--- config.mk ---
export PLATFORM = sky130hd
export DESIGN_NAME = Dispatch
export DESIGN_NICKNAME = d
export VERILOG_FILES = /design/src/design/dispatchPkg.sv /design/src/design/renameLatch.sv /design/src/design/dispatchControl.sv /design/src/design/Dispatch.sv
export SDC_FILE = /design/constraint.sdc
export NUM_CORES = 1
export LEC_CHECK = 0
export ABC_AREA = 1
export BUFFER_PORTS_ARGS = -buffer_cell sky130_fd_sc_hd__buf_4
export CAP_MARGIN = 20
export CORE_AREA = 2 2 283 285
export CTS_CLUSTER_DIAMETER = 40
export CTS_CLUSTER_SIZE = 14
export DETAILED_ROUTE_END_ITERATION = 7
export DIE_AREA = 0 0 285 287
export GPL_TIMING_DRIVEN = 1
export SYNTH_ARGS = -nofsm -noshare
export SYNTH_HDL_FRONTEND = slang
export SYNTH_SLANG_ARGS = --single-unit
--- constraint.sdc ---
create_clock -name clk -period 27.2 [get_ports clk]
set_clock_uncertainty 0.1 [all_clocks]
set_input_delay 1.36 -clock clk [delete_from_list [all_inputs] [get_ports clk]]
set_output_delay 1.36 -clock clk [all_outputs]
set_load 0.01 [all_outputs]
--- src/design/dispatchPkg.sv ---
`default_nettype none

package dispatchPkg;

  // Stage sizes
  localparam int DispatchWidth  = 4;    // Lanes per bundle
  localparam int Checkpoints    = 8;    // Outstanding branch checkpoints
  localparam int CheckpointsLog = 3;
  localparam int SizeLsq        = 16;   // Load queue and store queue, each
  localparam int SizeIssueQ     = 32;
  localparam int SizeActiveList = 64;

  // Instruction fields
  typedef logic [31:0] pcT;
  typedef logic [7:0]  opcodeT;
  typedef logic [4:0]  logRegT;           // Architectural register
  typedef logic [6:0]  physRegT;          // Physical register tag

  // Branch tracking
  typedef logic [Checkpoints-1:0]    branchMaskT;
  typedef logic [CheckpointsLog-1:0] checkpointIdT;

  // Occupancy counts carry one extra bit so that a full queue fits
  typedef logic [$clog2(SizeLsq):0]        lsqCntT;
  typedef logic [$clog2(SizeIssueQ):0]     iqCntT;
  typedef logic [$clog2(SizeActiveList):0] alCntT;

  // Number of lanes in a bundle, 0 to DispatchWidth
  typedef logic [$clog2(DispatchWidth):0]  laneCntT;

endpackage

`default_nettype wire

--- src/design/renameLatch.sv ---
`timescale 1ns/1ps
`default_nettype none

module renameLatch (
  input  wire                          clk,
  input  wire                          rstN_i,
  input  wire                          renameReady_i,     // Rename has a bundle
  input  wire                          flagRecoverEX_i,
  input  wire                          dispatch_i,        // Back end takes the bundle
  input  wire                          ctrlVerified_i,
  input  wire dispatchPkg::checkpointIdT ctrlVerifiedId_i,

  input  wire dispatchPkg::pcT         pc_i         [dispatchPkg::DispatchWidth],
  input  wire dispatchPkg::opcodeT     opcode_i     [dispatchPkg::DispatchWidth],
  input  wire dispatchPkg::logRegT     destLog_i    [dispatchPkg::DispatchWidth],
  input  wire dispatchPkg::physRegT    destPhys_i   [dispatchPkg::DispatchWidth],
  input  wire dispatchPkg::physRegT    prevPhys_i   [dispatchPkg::DispatchWidth],
  input  wire dispatchPkg::physRegT    srcAPhys_i   [dispatchPkg::DispatchWidth],
  input  wire dispatchPkg::physRegT    srcBPhys_i   [dispatchPkg::DispatchWidth],
  input  wire                          isLoad_i     [dispatchPkg::DispatchWidth],
  input  wire                          isStore_i    [dispatchPkg::DispatchWidth],
  input  wire dispatchPkg::branchMaskT branchMask_i [dispatchPkg::DispatchWidth],
  input  wire                          laneValid_i  [dispatchPkg::DispatchWidth],

  output logic                         bundleValid_o,
  output dispatchPkg::pcT              pc_o         [dispatchPkg::DispatchWidth],
  output dispatchPkg::opcodeT          opcode_o     [dispatchPkg::DispatchWidth],
  output dispatchPkg::logRegT          destLog_o    [dispatchPkg::DispatchWidth],
  output dispatchPkg::physRegT         destPhys_o   [dispatchPkg::DispatchWidth],
  output dispatchPkg::physRegT         prevPhys_o   [dispatchPkg::DispatchWidth],
  output dispatchPkg::physRegT         srcAPhys_o   [dispatchPkg::DispatchWidth],
  output dispatchPkg::physRegT         srcBPhys_o   [dispatchPkg::DispatchWidth],
  output logic                         isLoad_o     [dispatchPkg::DispatchWidth],
  output logic                         isStore_o    [dispatchPkg::DispatchWidth],
  output dispatchPkg::branchMaskT      branchMask_o [dispatchPkg::DispatchWidth],
  output logic                         laneValid_o  [dispatchPkg::DispatchWidth]
);

  logic                    bundleValidQ;
  logic                    captureEn;
  dispatchPkg::branchMaskT maskQ [dispatchPkg::DispatchWidth];

  // Drop the checkpoint of a branch that resolved correctly
  function automatic dispatchPkg::branchMaskT clearVerified(
    input dispatchPkg::branchMaskT   mask,
    input logic                      verified,
    input dispatchPkg::checkpointIdT id
  );
    dispatchPkg::branchMaskT result;
    result = mask;
    if (verified)
      result[id] = 1'b0;
    return result;
  endfunction

  // New bundle only into an empty slot or one that leaves this cycle
  assign captureEn = renameReady_i & ~flagRecoverEX_i & (~bundleValidQ | dispatch_i);

  always_ff @(posedge clk or negedge rstN_i)
  begin
    if (!rstN_i)
      bundleValidQ <= 1'b0;
    else if (flagRecoverEX_i)
      bundleValidQ <= 1'b0;            // Squash whatever is held
    else if (captureEn)
      bundleValidQ <= 1'b1;
    else if (dispatch_i)
      bundleValidQ <= 1'b0;
  end

  // Bundle payload
  always_ff @(posedge clk)
  begin
    for (int i = 0; i < dispatchPkg::DispatchWidth; i++)
    begin
      if (captureEn)
      begin
        pc_o[i]       <= pc_i[i];
        opcode_o[i]   <= opcode_i[i];
        destLog_o[i]  <= destLog_i[i];
        destPhys_o[i] <= destPhys_i[i];
        prevPhys_o[i] <= prevPhys_i[i];
        srcAPhys_o[i] <= srcAPhys_i[i];
        srcBPhys_o[i] <= srcBPhys_i[i];
        isLoad_o[i]   <= isLoad_i[i];
        isStore_o[i]  <= isStore_i[i];
        laneValid_o[i] <= laneValid_i[i];
        maskQ[i]      <= clearVerified(branchMask_i[i], ctrlVerified_i, ctrlVerifiedId_i);
      end
      else
      begin
        // Held bundle keeps only its mask updates
        maskQ[i] <= clearVerified(maskQ[i], ctrlVerified_i, ctrlVerifiedId_i);
      end
    end
  end

  // Masks leave with this cycle's resolution already applied
  always_comb
  begin
    for (int i = 0; i < dispatchPkg::DispatchWidth; i++)
      branchMask_o[i] = clearVerified(maskQ[i], ctrlVerified_i, ctrlVerifiedId_i);
  end

  assign bundleValid_o = bundleValidQ;

  // A recovery leaves nothing behind in the latch
  recoverEmpties: assert property (
    @(posedge clk) disable iff (!rstN_i)
    flagRecoverEX_i |=> !bundleValid_o
  ) else $error("Bundle still valid after recovery");

endmodule

`default_nettype wire

--- src/design/dispatchControl.sv ---
`timescale 1ns/1ps
`default_nettype none

module dispatchControl (
  input  wire                     bundleValid_i,
  input  wire                     flagRecoverEX_i,
  input  wire                     laneValid_i [dispatchPkg::DispatchWidth],
  input  wire                     isLoad_i    [dispatchPkg::DispatchWidth],
  input  wire                     isStore_i   [dispatchPkg::DispatchWidth],

  input  wire dispatchPkg::lsqCntT loadQueueCnt_i,   // Entries in use, load queue
  input  wire dispatchPkg::lsqCntT storeQueueCnt_i,  // Entries in use, store queue
  input  wire dispatchPkg::iqCntT  issueQueueCnt_i,
  input  wire dispatchPkg::alCntT  activeListCnt_i,

  output logic                    dispatch_o,
  output logic                    stallFrontEnd_o,
  output logic                    issueValid_o [dispatchPkg::DispatchWidth],
  output logic                    alValid_o    [dispatchPkg::DispatchWidth],
  output logic                    lsqValid_o   [dispatchPkg::DispatchWidth]
);

  // Per-lane demand, valid lanes only
  logic [dispatchPkg::DispatchWidth-1:0] loadVec;
  logic [dispatchPkg::DispatchWidth-1:0] storeVec;
  logic [dispatchPkg::DispatchWidth-1:0] liveVec;

  dispatchPkg::laneCntT loadCnt;
  dispatchPkg::laneCntT storeCnt;
  dispatchPkg::laneCntT laneCnt;

  // One bit wider than the occupancy so the sum cannot wrap
  logic [$bits(dispatchPkg::lsqCntT):0] loadSum;
  logic [$bits(dispatchPkg::lsqCntT):0] storeSum;
  logic [$bits(dispatchPkg::iqCntT):0]  issueSum;
  logic [$bits(dispatchPkg::alCntT):0]  alSum;

  logic loadFull;
  logic storeFull;
  logic issueFull;
  logic alFull;
  logic room;

  always_comb
  begin
    loadCnt  = '0;
    storeCnt = '0;
    laneCnt  = '0;
    for (int i = 0; i < dispatchPkg::DispatchWidth; i++)
    begin
      loadVec[i]  = laneValid_i[i] & isLoad_i[i];
      storeVec[i] = laneValid_i[i] & isStore_i[i];
      liveVec[i]  = laneValid_i[i];
      loadCnt     = loadCnt + dispatchPkg::laneCntT'(loadVec[i]);
      storeCnt    = storeCnt + dispatchPkg::laneCntT'(storeVec[i]);
      laneCnt     = laneCnt + dispatchPkg::laneCntT'(liveVec[i]);
    end
  end

  assign loadSum  = {1'b0, loadQueueCnt_i} + {3'b000, loadCnt};
  assign storeSum = {1'b0, storeQueueCnt_i} + {3'b000, storeCnt};
  assign issueSum = {1'b0, issueQueueCnt_i} + {4'b0000, laneCnt};
  assign alSum    = {1'b0, activeListCnt_i} + {5'b00000, laneCnt};

  // Space checks, whole bundle or nothing
  assign loadFull  = loadSum > dispatchPkg::SizeLsq;
  assign storeFull = storeSum > dispatchPkg::SizeLsq;
  assign issueFull = issueSum > dispatchPkg::SizeIssueQ;
  assign alFull    = alSum > dispatchPkg::SizeActiveList;
  assign room      = ~(loadFull | storeFull | issueFull | alFull);

  assign dispatch_o      = bundleValid_i & room & ~flagRecoverEX_i;
  assign stallFrontEnd_o = bundleValid_i & ~room;   // Rename holds its bundle

  always_comb
  begin
    for (int i = 0; i < dispatchPkg::DispatchWidth; i++)
    begin
      issueValid_o[i] = dispatch_o & liveVec[i];
      alValid_o[i]    = dispatch_o & liveVec[i];
      lsqValid_o[i]   = dispatch_o & (loadVec[i] | storeVec[i]);  // Memory ops only
    end
  end

  // Counted independently of the adders above
  always_comb
  begin
    if (dispatch_o)
    begin
      assert (
        (int'(loadQueueCnt_i) + $countones(loadVec) <= dispatchPkg::SizeLsq) &&
        (int'(storeQueueCnt_i) + $countones(storeVec) <= dispatchPkg::SizeLsq) &&
        (int'(issueQueueCnt_i) + $countones(liveVec) <= dispatchPkg::SizeIssueQ) &&
        (int'(activeListCnt_i) + $countones(liveVec) <= dispatchPkg::SizeActiveList)
      ) else $error("Dispatch without room in the back end");
    end
  end

endmodule

`default_nettype wire

--- src/design/Dispatch.sv ---
`timescale 1ns/1ps
`default_nettype none

module Dispatch (
  input  wire                          clk,
  input  wire                          rstN_i,
  input  wire                          renameReady_i,
  input  wire                          flagRecoverEX_i,
  input  wire                          ctrlVerified_i,     // Branch resolved correctly
  input  wire dispatchPkg::checkpointIdT ctrlVerifiedId_i,

  // Renamed bundle from rename
  input  wire dispatchPkg::pcT         pc_i         [dispatchPkg::DispatchWidth],
  input  wire dispatchPkg::opcodeT     opcode_i     [dispatchPkg::DispatchWidth],
  input  wire dispatchPkg::logRegT     destLog_i    [dispatchPkg::DispatchWidth],
  input  wire dispatchPkg::physRegT    destPhys_i   [dispatchPkg::DispatchWidth],
  input  wire dispatchPkg::physRegT    prevPhys_i   [dispatchPkg::DispatchWidth],
  input  wire dispatchPkg::physRegT    srcAPhys_i   [dispatchPkg::DispatchWidth],
  input  wire dispatchPkg::physRegT    srcBPhys_i   [dispatchPkg::DispatchWidth],
  input  wire                          isLoad_i     [dispatchPkg::DispatchWidth],
  input  wire                          isStore_i    [dispatchPkg::DispatchWidth],
  input  wire dispatchPkg::branchMaskT branchMask_i [dispatchPkg::DispatchWidth],
  input  wire                          laneValid_i  [dispatchPkg::DispatchWidth],

  // Back-end occupancy
  input  wire dispatchPkg::lsqCntT     loadQueueCnt_i,
  input  wire dispatchPkg::lsqCntT     storeQueueCnt_i,
  input  wire dispatchPkg::iqCntT      issueQueueCnt_i,
  input  wire dispatchPkg::alCntT      activeListCnt_i,

  // Dispatched bundle
  output dispatchPkg::pcT              pc_o         [dispatchPkg::DispatchWidth],
  output dispatchPkg::opcodeT          opcode_o     [dispatchPkg::DispatchWidth],
  output dispatchPkg::logRegT          destLog_o    [dispatchPkg::DispatchWidth],
  output dispatchPkg::physRegT         destPhys_o   [dispatchPkg::DispatchWidth],
  output dispatchPkg::physRegT         prevPhys_o   [dispatchPkg::DispatchWidth],
  output dispatchPkg::physRegT         srcAPhys_o   [dispatchPkg::DispatchWidth],
  output dispatchPkg::physRegT         srcBPhys_o   [dispatchPkg::DispatchWidth],
  output logic                         isLoad_o     [dispatchPkg::DispatchWidth],
  output logic                         isStore_o    [dispatchPkg::DispatchWidth],
  output dispatchPkg::branchMaskT      branchMask_o [dispatchPkg::DispatchWidth],
  output logic                         laneValid_o  [dispatchPkg::DispatchWidth],

  // Per-lane write strobes
  output logic                         issueValid_o [dispatchPkg::DispatchWidth],
  output logic                         alValid_o    [dispatchPkg::DispatchWidth],
  output logic                         lsqValid_o   [dispatchPkg::DispatchWidth],

  output logic                         bundleValid_o,
  output logic                         dispatchValid_o,
  output logic                         stallFrontEnd_o
);

  logic bundleValid;
  logic dispatch;

  renameLatch renameLatch_inst (
    .clk              (clk),
    .rstN_i           (rstN_i),
    .renameReady_i    (renameReady_i),
    .flagRecoverEX_i  (flagRecoverEX_i),
    .dispatch_i       (dispatch),
    .ctrlVerified_i   (ctrlVerified_i),
    .ctrlVerifiedId_i (ctrlVerifiedId_i),
    .pc_i             (pc_i),
    .opcode_i         (opcode_i),
    .destLog_i        (destLog_i),
    .destPhys_i       (destPhys_i),
    .prevPhys_i       (prevPhys_i),
    .srcAPhys_i       (srcAPhys_i),
    .srcBPhys_i       (srcBPhys_i),
    .isLoad_i         (isLoad_i),
    .isStore_i        (isStore_i),
    .branchMask_i     (branchMask_i),
    .laneValid_i      (laneValid_i),
    .bundleValid_o    (bundleValid),
    .pc_o             (pc_o),
    .opcode_o         (opcode_o),
    .destLog_o        (destLog_o),
    .destPhys_o       (destPhys_o),
    .prevPhys_o       (prevPhys_o),
    .srcAPhys_o       (srcAPhys_o),
    .srcBPhys_o       (srcBPhys_o),
    .isLoad_o         (isLoad_o),
    .isStore_o        (isStore_o),
    .branchMask_o     (branchMask_o),
    .laneValid_o      (laneValid_o)
  );

  // Decides on the held bundle, not on what rename offers
  dispatchControl dispatchControl_inst (
    .bundleValid_i    (bundleValid),
    .flagRecoverEX_i  (flagRecoverEX_i),
    .laneValid_i      (laneValid_o),
    .isLoad_i         (isLoad_o),
    .isStore_i        (isStore_o),
    .loadQueueCnt_i   (loadQueueCnt_i),
    .storeQueueCnt_i  (storeQueueCnt_i),
    .issueQueueCnt_i  (issueQueueCnt_i),
    .activeListCnt_i  (activeListCnt_i),
    .dispatch_o       (dispatch),
    .stallFrontEnd_o  (stallFrontEnd_o),
    .issueValid_o     (issueValid_o),
    .alValid_o        (alValid_o),
    .lsqValid_o       (lsqValid_o)
  );

  assign bundleValid_o   = bundleValid;
  assign dispatchValid_o = dispatch;

endmodule

`default_nettype wire

Yosys cells after proc, flatten, opt, wreduce, memory -nomap -nowiden --
Memory sizes are Yosys's and may differ from the RTL's. Cells that the tools add are included.
Word-level totals: memory bits (writable) 32, memories kept 1, bits in registers 305, output and inout bits 351
Memories:
- renameLatch_inst.maskQ | depth 4, bits a word 8, read ports 4, clocked after memory_dff 0, write ports 4, line renameLatch.sv:41 | dispatchPkg::branchMaskT maskQ [dispatchPkg::DispatchWidth];
Cells by class: order comparisons 6, add/sub/neg operators 13, reduce and logical (&&, ||, !) cells 2, multiplexer cells 28, bitwise gates (word level) 45
Operator list (count):
- two-way mux 8 bit | 20
- AND 8 bit | 8
- AND 1 bit | 21
- adder 3 x 1 -> 3 bit | 6
- adder 5 x 3 -> 6 bit | 2
- greater-than comparator 6 x 5 -> 1 bit, second input constant | 2
- bitwise OR 1 bit | 12
- adder 7 x 3 -> 8 bit | 1
- greater-than comparator 8 x 7 -> 1 bit, second input constant | 1
- inverter 8 bit | 1
- adder 6 x 3 -> 7 bit | 1
- greater-than comparator 7 x 6 -> 1 bit, second input constant | 1
- two-way mux 1 bit | 7
- adder 1 x 1 -> 2 bit | 3
- < comparator 3 x 4 -> 1 bit, second input constant | 1
- demux 1 bit (select 3 bit) | 1
- greater-or-equal comparator 3 x 1 -> 1 bit, second input constant | 1
- inverter 1 bit | 3
- nonzero test 3 bit | 1
- logical AND 1 bit | 1

Longest topological paths before layout --
depth after elaboration 17, depth in mapped cells 23

By module --
Synthesis repeated with hierarchy kept, for this count alone.
Second synthesis, totals: cell total of the unflattened synthesis 742, area, all modules 11861.4 sq um
By module, submodules not included:
- renameLatch | instances 1, cells an instance 539, sequential area each 9794.4 sq um, area each 10706.5 sq um
- dispatchControl | instances 1, cells an instance 203, sequential area each 0.0 sq um, area each 1154.9 sq um

Worst setup path before layout --
No wires, ideal clock.
path type reg2reg, start register renameLatch_inst.laneValid_o[3] (netlist name), end register renameLatch_inst.destLog_o[0] (netlist name) (enable), stages on the path, launching flop included 21, library setup time 0.654 ns, setup slack 17.516 ns, data arrival time 8.929 ns, required time 26.446 ns, buffers on the path 1, cells stage by stage edfxtp_1 -> nand2_1 -> inv_1 -> ha_1 -> fa_1 -> ha_1 -> inv_1 -> fa_1 -> nand3b_1 -> nand2_1 -> nand2_1 -> nand2_1 -> inv_1 -> nand2_1 -> nand3_1 -> nor2_4 -> nand2_2 -> nand2_4 -> nand2_4 -> buf_6 -> inv_1
Between the ends: word-level cells in the longest chain between the ends 14, elaborated cells on any way between the ends 27
Ends and longest elaborated chain:
- start: declaration | line renameLatch.sv:36 | output logic laneValid_o [dispatchPkg::DispatchWidth]
- start signal: indexed assignment | line renameLatch.sv:87 | laneValid_o[i] <= laneValid_i[i];
- AND 1 bit (on tied branches) | line dispatchControl.sv:51, dispatchControl.sv:52
- adder 1 x 1 -> 2 bit (on tied branches) | line dispatchControl.sv:54, dispatchControl.sv:55
- adder 3 x 1 -> 3 bit (on tied branches) (2 in series) | line dispatchControl.sv:54, dispatchControl.sv:55
- adder 5 x 3 -> 6 bit (on tied branches) | line dispatchControl.sv:60, dispatchControl.sv:61
- greater-than comparator 6 x 5 -> 1 bit (on tied branches) | line dispatchControl.sv:66, dispatchControl.sv:67
- bitwise OR 1 bit (2 in series) | line dispatchControl.sv:70 | assign room = ~(loadFull | storeFull | issueFull | alFull);
- bitwise OR 1 bit * | line dispatchControl.sv:70
- inverter 1 bit * | line dispatchControl.sv:70
- AND 1 bit * (2 in series) | line dispatchControl.sv:72 | assign dispatch_o = bundleValid_i & room & ~flagRecoverEX_i;
- bitwise OR 1 bit * | line renameLatch.sv:57 | assign captureEn = renameReady_i & ~flagRecoverEX_i & (~bundleValidQ | dispatch_i);
- AND 1 bit * | line renameLatch.sv:57
- end signal: indexed assignment | line renameLatch.sv:80 | destLog_o[i] <= destLog_i[i];
- end: declaration | line renameLatch.sv:28 | output dispatchPkg::logRegT destLog_o [dispatchPkg::DispatchWidth],
Mark *: on every way between the ends. The rest lies on a longest branch, timed or not. A chain may end at the register's enable or synchronous reset.

Worst setup path after layout --
start register renameLatch_inst.laneValid_o[2] (netlist name), end register renameLatch_inst.opcode_o[6] (netlist name) (enable)
Between the ends: word-level cells in the longest chain between the ends 14, elaborated cells on any way between the ends 27
Ends and longest elaborated chain:
- AND 1 bit (on tied branches) | line dispatchControl.sv:51, dispatchControl.sv:52
- adder 1 x 1 -> 2 bit (on tied branches) | line dispatchControl.sv:54, dispatchControl.sv:55
- adder 3 x 1 -> 3 bit (on tied branches) (2 in series) | line dispatchControl.sv:54, dispatchControl.sv:55
- adder 5 x 3 -> 6 bit (on tied branches) | line dispatchControl.sv:60, dispatchControl.sv:61
- greater-than comparator 6 x 5 -> 1 bit (on tied branches) | line dispatchControl.sv:66, dispatchControl.sv:67
- bitwise OR 1 bit (2 in series) | line dispatchControl.sv:70
- bitwise OR 1 bit * | line dispatchControl.sv:70
- inverter 1 bit * | line dispatchControl.sv:70
- AND 1 bit * (2 in series) | line dispatchControl.sv:72
- bitwise OR 1 bit * | line renameLatch.sv:57
- AND 1 bit * | line renameLatch.sv:57
- end signal: indexed assignment | line renameLatch.sv:79 | opcode_o[i] <= opcode_i[i];
- end: declaration | line renameLatch.sv:27 | output dispatchPkg::opcodeT opcode_o [dispatchPkg::DispatchWidth],
Marked as above.

==> results.py <==
metrics = {
    "clocking": {
        "clk_pin_slew_ps": 50,
        "ctsHoldBuffers": 0,
        "clock_latency_ps": 580,
        "cts.sink_count": 337,
        "cts_tree": "yes",
        "cts_buffer_depth": 3,
        "cts_setup_buffers": 0,
        "numCtsBuffers": 61,
        "htreeDepth": 2,
        "cts_resized": 0,
        "cts_root_buf": "clkbuf_16",
    },
    "worst_setup_path": {
        "startpoint_type": "flip-flop",
        "cp_max_fo": 105,
        "cp.required_ps": 27310,
        "crit_type": "flip-flop to flip-flop",
        "endpoint_kind": "flip-flop",
        "crit_arrival_ps": 6720,
    },
    "logic_synthesis": {
        "synth_compound_area_share_pct": 0.5223,
        "yosysSeqAreaShare_pct": 81.77,
        "synth-adder-area-share_pct": 2.946,
        "yosysMostFrequentCell": "edfxtp_1",
        "synthCells": 792,
        "syn_avg_cell_area_um2": 15.12,
        "synthArstFlopShare_pct": 0.2967,
        "netlist_area_mm2": 0.01198,
        "synthXorXnorAreaFrac_pct": 0.1462,
        "synth_top_family_by_area": "simple AND/OR/NAND/NOR gates",
        "synth_top_area_cell": "edfxtp_1",
        "yosysWarnings": 0,
        "synth-edff-count": 304,
        "synthMuxAreaShare_pct": 0,
        "yosys_register_bits": 337,
        "synthFlopType": "edfxtp_1",
        "yosys.cell_types.count": 25,
        "synth_top_cells_by_count": "edfxtp_1 (304), nand2_1 (131), inv_1 (115)",
        "ys_top_cells_by_area": "edfxtp_1 (76%), dfxtp_1 (5.3%), nand2_1 (4.1%)",
        "mappedNetlistNets": 1183,
        "yosys.area_share.simple_pct": 10.13,
        "synth_top_area_share_pct": 76.21,
    },
    "sta": {
        "layout_min_cycle_time_ps": 6607,
        "tightest_slew_ps": 968.6,
        "finalHoldViolCount": 0,
        "final-max-slew-violation-count": 0,
        "rsz0062_at_grt": "false",
        "setup_viol": 0,
        "setup_tns_ps": 0,
        "slew_headroom_pct": 35.43,
        "fin_crit_sh_pct": 24.29,
        "fin_ws_ps": 20590,
        "max_freq_mhz": 151.4,
    },
    "global_routing": {
        "grt_overflow": 0,
        "first_global_vias": 9497,
        "antenna_found_initial": 11,
        "track_usage_pct": 10.47,
        "grt_max_degree": 106,
        "grt_pass1_wl_um": 62920,
    },
    "power_and_ir_drop": {
        "p_int_uw": 1184,
        "peakVddDrop_mv": 0.06833,
        "power.switching_uw": 361.0,
        "seqPwrFrac_pct": 39.2,
        "clkPwrFrac_pct": 50.7,
        "comb_power_share_pct": 10.1,
        "p_leak_uw": 0.009073,
        "cellPowerDensity_mw_per_mm2": 74.43,
        "switching_share_pct": 23.36,
    },
    "placement": {
        "place_inst": 2550,
        "portBuffers": 717,
        "dp_hpwl_um": 36350,
        "gp_congestion": 0.8239,
        "post-place-ws_ps": 20530,
    },
    "status": {
        "status": "finished, final reports clean",
    },
    "detailed_routing": {
        "first_pass_iters": 5,
        "via_per_inst": 3.428,
        "drc": 0,
        "vias": 9139,
        "drt_iter0_markers": 415,
        "ant_nets": 0,
        "wl_um": 45620,
        "wire_per_inst_um": 17.11,
    },
    "cells_and_area": {
        "synthToLayoutAreaGrowth_pct": 73.33,
        "layout.cells.non_filler": 2666,
        "nets": 1954,
        "drive_above_1_share_pct": 52.20,
        "utilization_pct": 26.41,
    },
    "die": {
        "rows": 103,
        "die-area_mm2": 0.08180,
        "start_util_pct": 15.24,
        "die_h_um": 287,
        "die_w_um": 285,
        "io_pins": 718,
        "core_mm2": 0.07861,
    },
    "run": {
        "cap_violations": 0,
    },
    "hold_path": {
        "hp-class": "flip-flop to flip-flop",
    },
}
placed cells by master (no fill, tap or decap), types with 2 or more instances in the layout:
| cell | instances |
|---|---|
| clkinv_4 | 3 |
| clkinvlp_4 | 11 |
| dfxtp_1 | 32 |
| edfxtp_1 | 304 |
| xnor2_1 | 2 |
| nand3b_1 | 3 |
| fa_1 | 7 |
| clkbuf_16 | 62 |
| clkinv_2 | 7 |
| ha_1 | 17 |
| bufinv_16 | 9 |
| clkinv_1 | 7 |
| a21oi_1 | 10 |
| buf_4 | 721 |
| inv_8 | 2 |
| nor2_1 | 84 |
| inv_6 | 12 |
| inv_2 | 2 |
| or2_2 | 2 |
| nand3_1 | 56 |
| nand2_4 | 2 |
| nand2_1 | 131 |
| nand2_2 | 4 |
| inv_1 | 114 |
state kept, by name, summed over array words and instances (netlist names), 20 cells and up:
register and flops:
renameLatch_inst.pc_o 128, renameLatch_inst.opcode_o 32, renameLatch_inst.maskQ 32, renameLatch_inst.srcAPhys_o 28
renameLatch_inst.destPhys_o 28, renameLatch_inst.prevPhys_o 28, renameLatch_inst.srcBPhys_o 28, renameLatch_inst.destLog_o 20
area by class of cell:
cell class / count / area [um^2]
Tap cell: 1050 / 1314
Antenna cell: 1 / 2.502
Timing Repair Buffer: 721 / 5413
Multi-Input combinational cell: 325 / 1649
Clock buffer: 64 / 1569
Sequential cell: 337 / 9794
Inverter: 117 / 446.7
Clock inverter: 51 / 573.1
Fill cell: 8192 / 57850
per-stage QoR:
stage | power [uW] | hold WS [ps] | area [um^2]
6_report | 1545 | 413.7 | 20760
2_1_floorplan | 676.5 | 431.5 | 11980
4_1_cts | 1569 | 396.9 | 20760
5_1_grt | 1602 | 404.5 | 20760
3_3_place_gp | 771.7 | 403.3 | 18620
3_5_place_dp | 773.7 | 410.1 | 18620
layer usage:
layer	wire, um	share of wire (%)	global-route usage, %
met5	10	0.022	0
met4	1185	2.6	3.482
met3	5015	11	4.579
met2	22540	49	17.80
met1	16870	37	11.72
worst paths after layout:
kind | startpoint | end | slack, ps | cells past startpoint
max | renameLatch_inst.laneValid_o[2] | renameLatch_inst.opcode_o[6] | 20590 | 22
min | renameLatch_inst.maskQ[0][9] | renameLatch_inst.maskQ[0][9] | 410 | 4
max reg2reg | renameLatch_inst.laneValid_o[2] | renameLatch_inst.opcode_o[6] | 20590 | 22
min reg2reg | renameLatch_inst.maskQ[0][9] | renameLatch_inst.maskQ[0][9] | 410 | 4
max in group asynchronous | rstN_i | renameLatch_inst.bundleValid_o | 26470 | 1
min in group asynchronous | rstN_i | renameLatch_inst.bundleValid_o | 450 | 1
worst max-delay path: stages (launching register included):
cell      delay, ps
edfxtp_1        470
nand2_1         140
inv_1            50
ha_1            280
inv_1            50
fa_1            460
inv_1            80
ha_1            160
inv_1            60
fa_1            390
inv_1            70
nand2_1          60
nand2_1          80
a21boi_0         80
o21ai_0         170
nand3_1         160
nor2_4          160
nand2_2          70
nand2_4         340
nand2_4         370
inv_8           670
buf_4           750
buf_4           780
power by group through the flow:
stage	combinational [uW]	clock, uW	sequential (uW)
3_3_place_gp	156	0	615
3_5_place_dp	157	0	616
5_1_grt	170	824	608
6_report	155	784	606
2_1_floorplan	46.3	0	630
4_1_cts	158	805	607
cell families (layout without fill, tap and decap cells):
kind of cell,after synthesis,count (layout)
AO/OA/AOI/OAI,12,12
XOR/XNOR,2,2
adder cells (fa/ha/maj),24,24
buffers and inverters,130,953
flip-flops,337,337
other,0,1
AND/OR/NAND/NOR,287,287
Power figures use the tool's default switching activity.
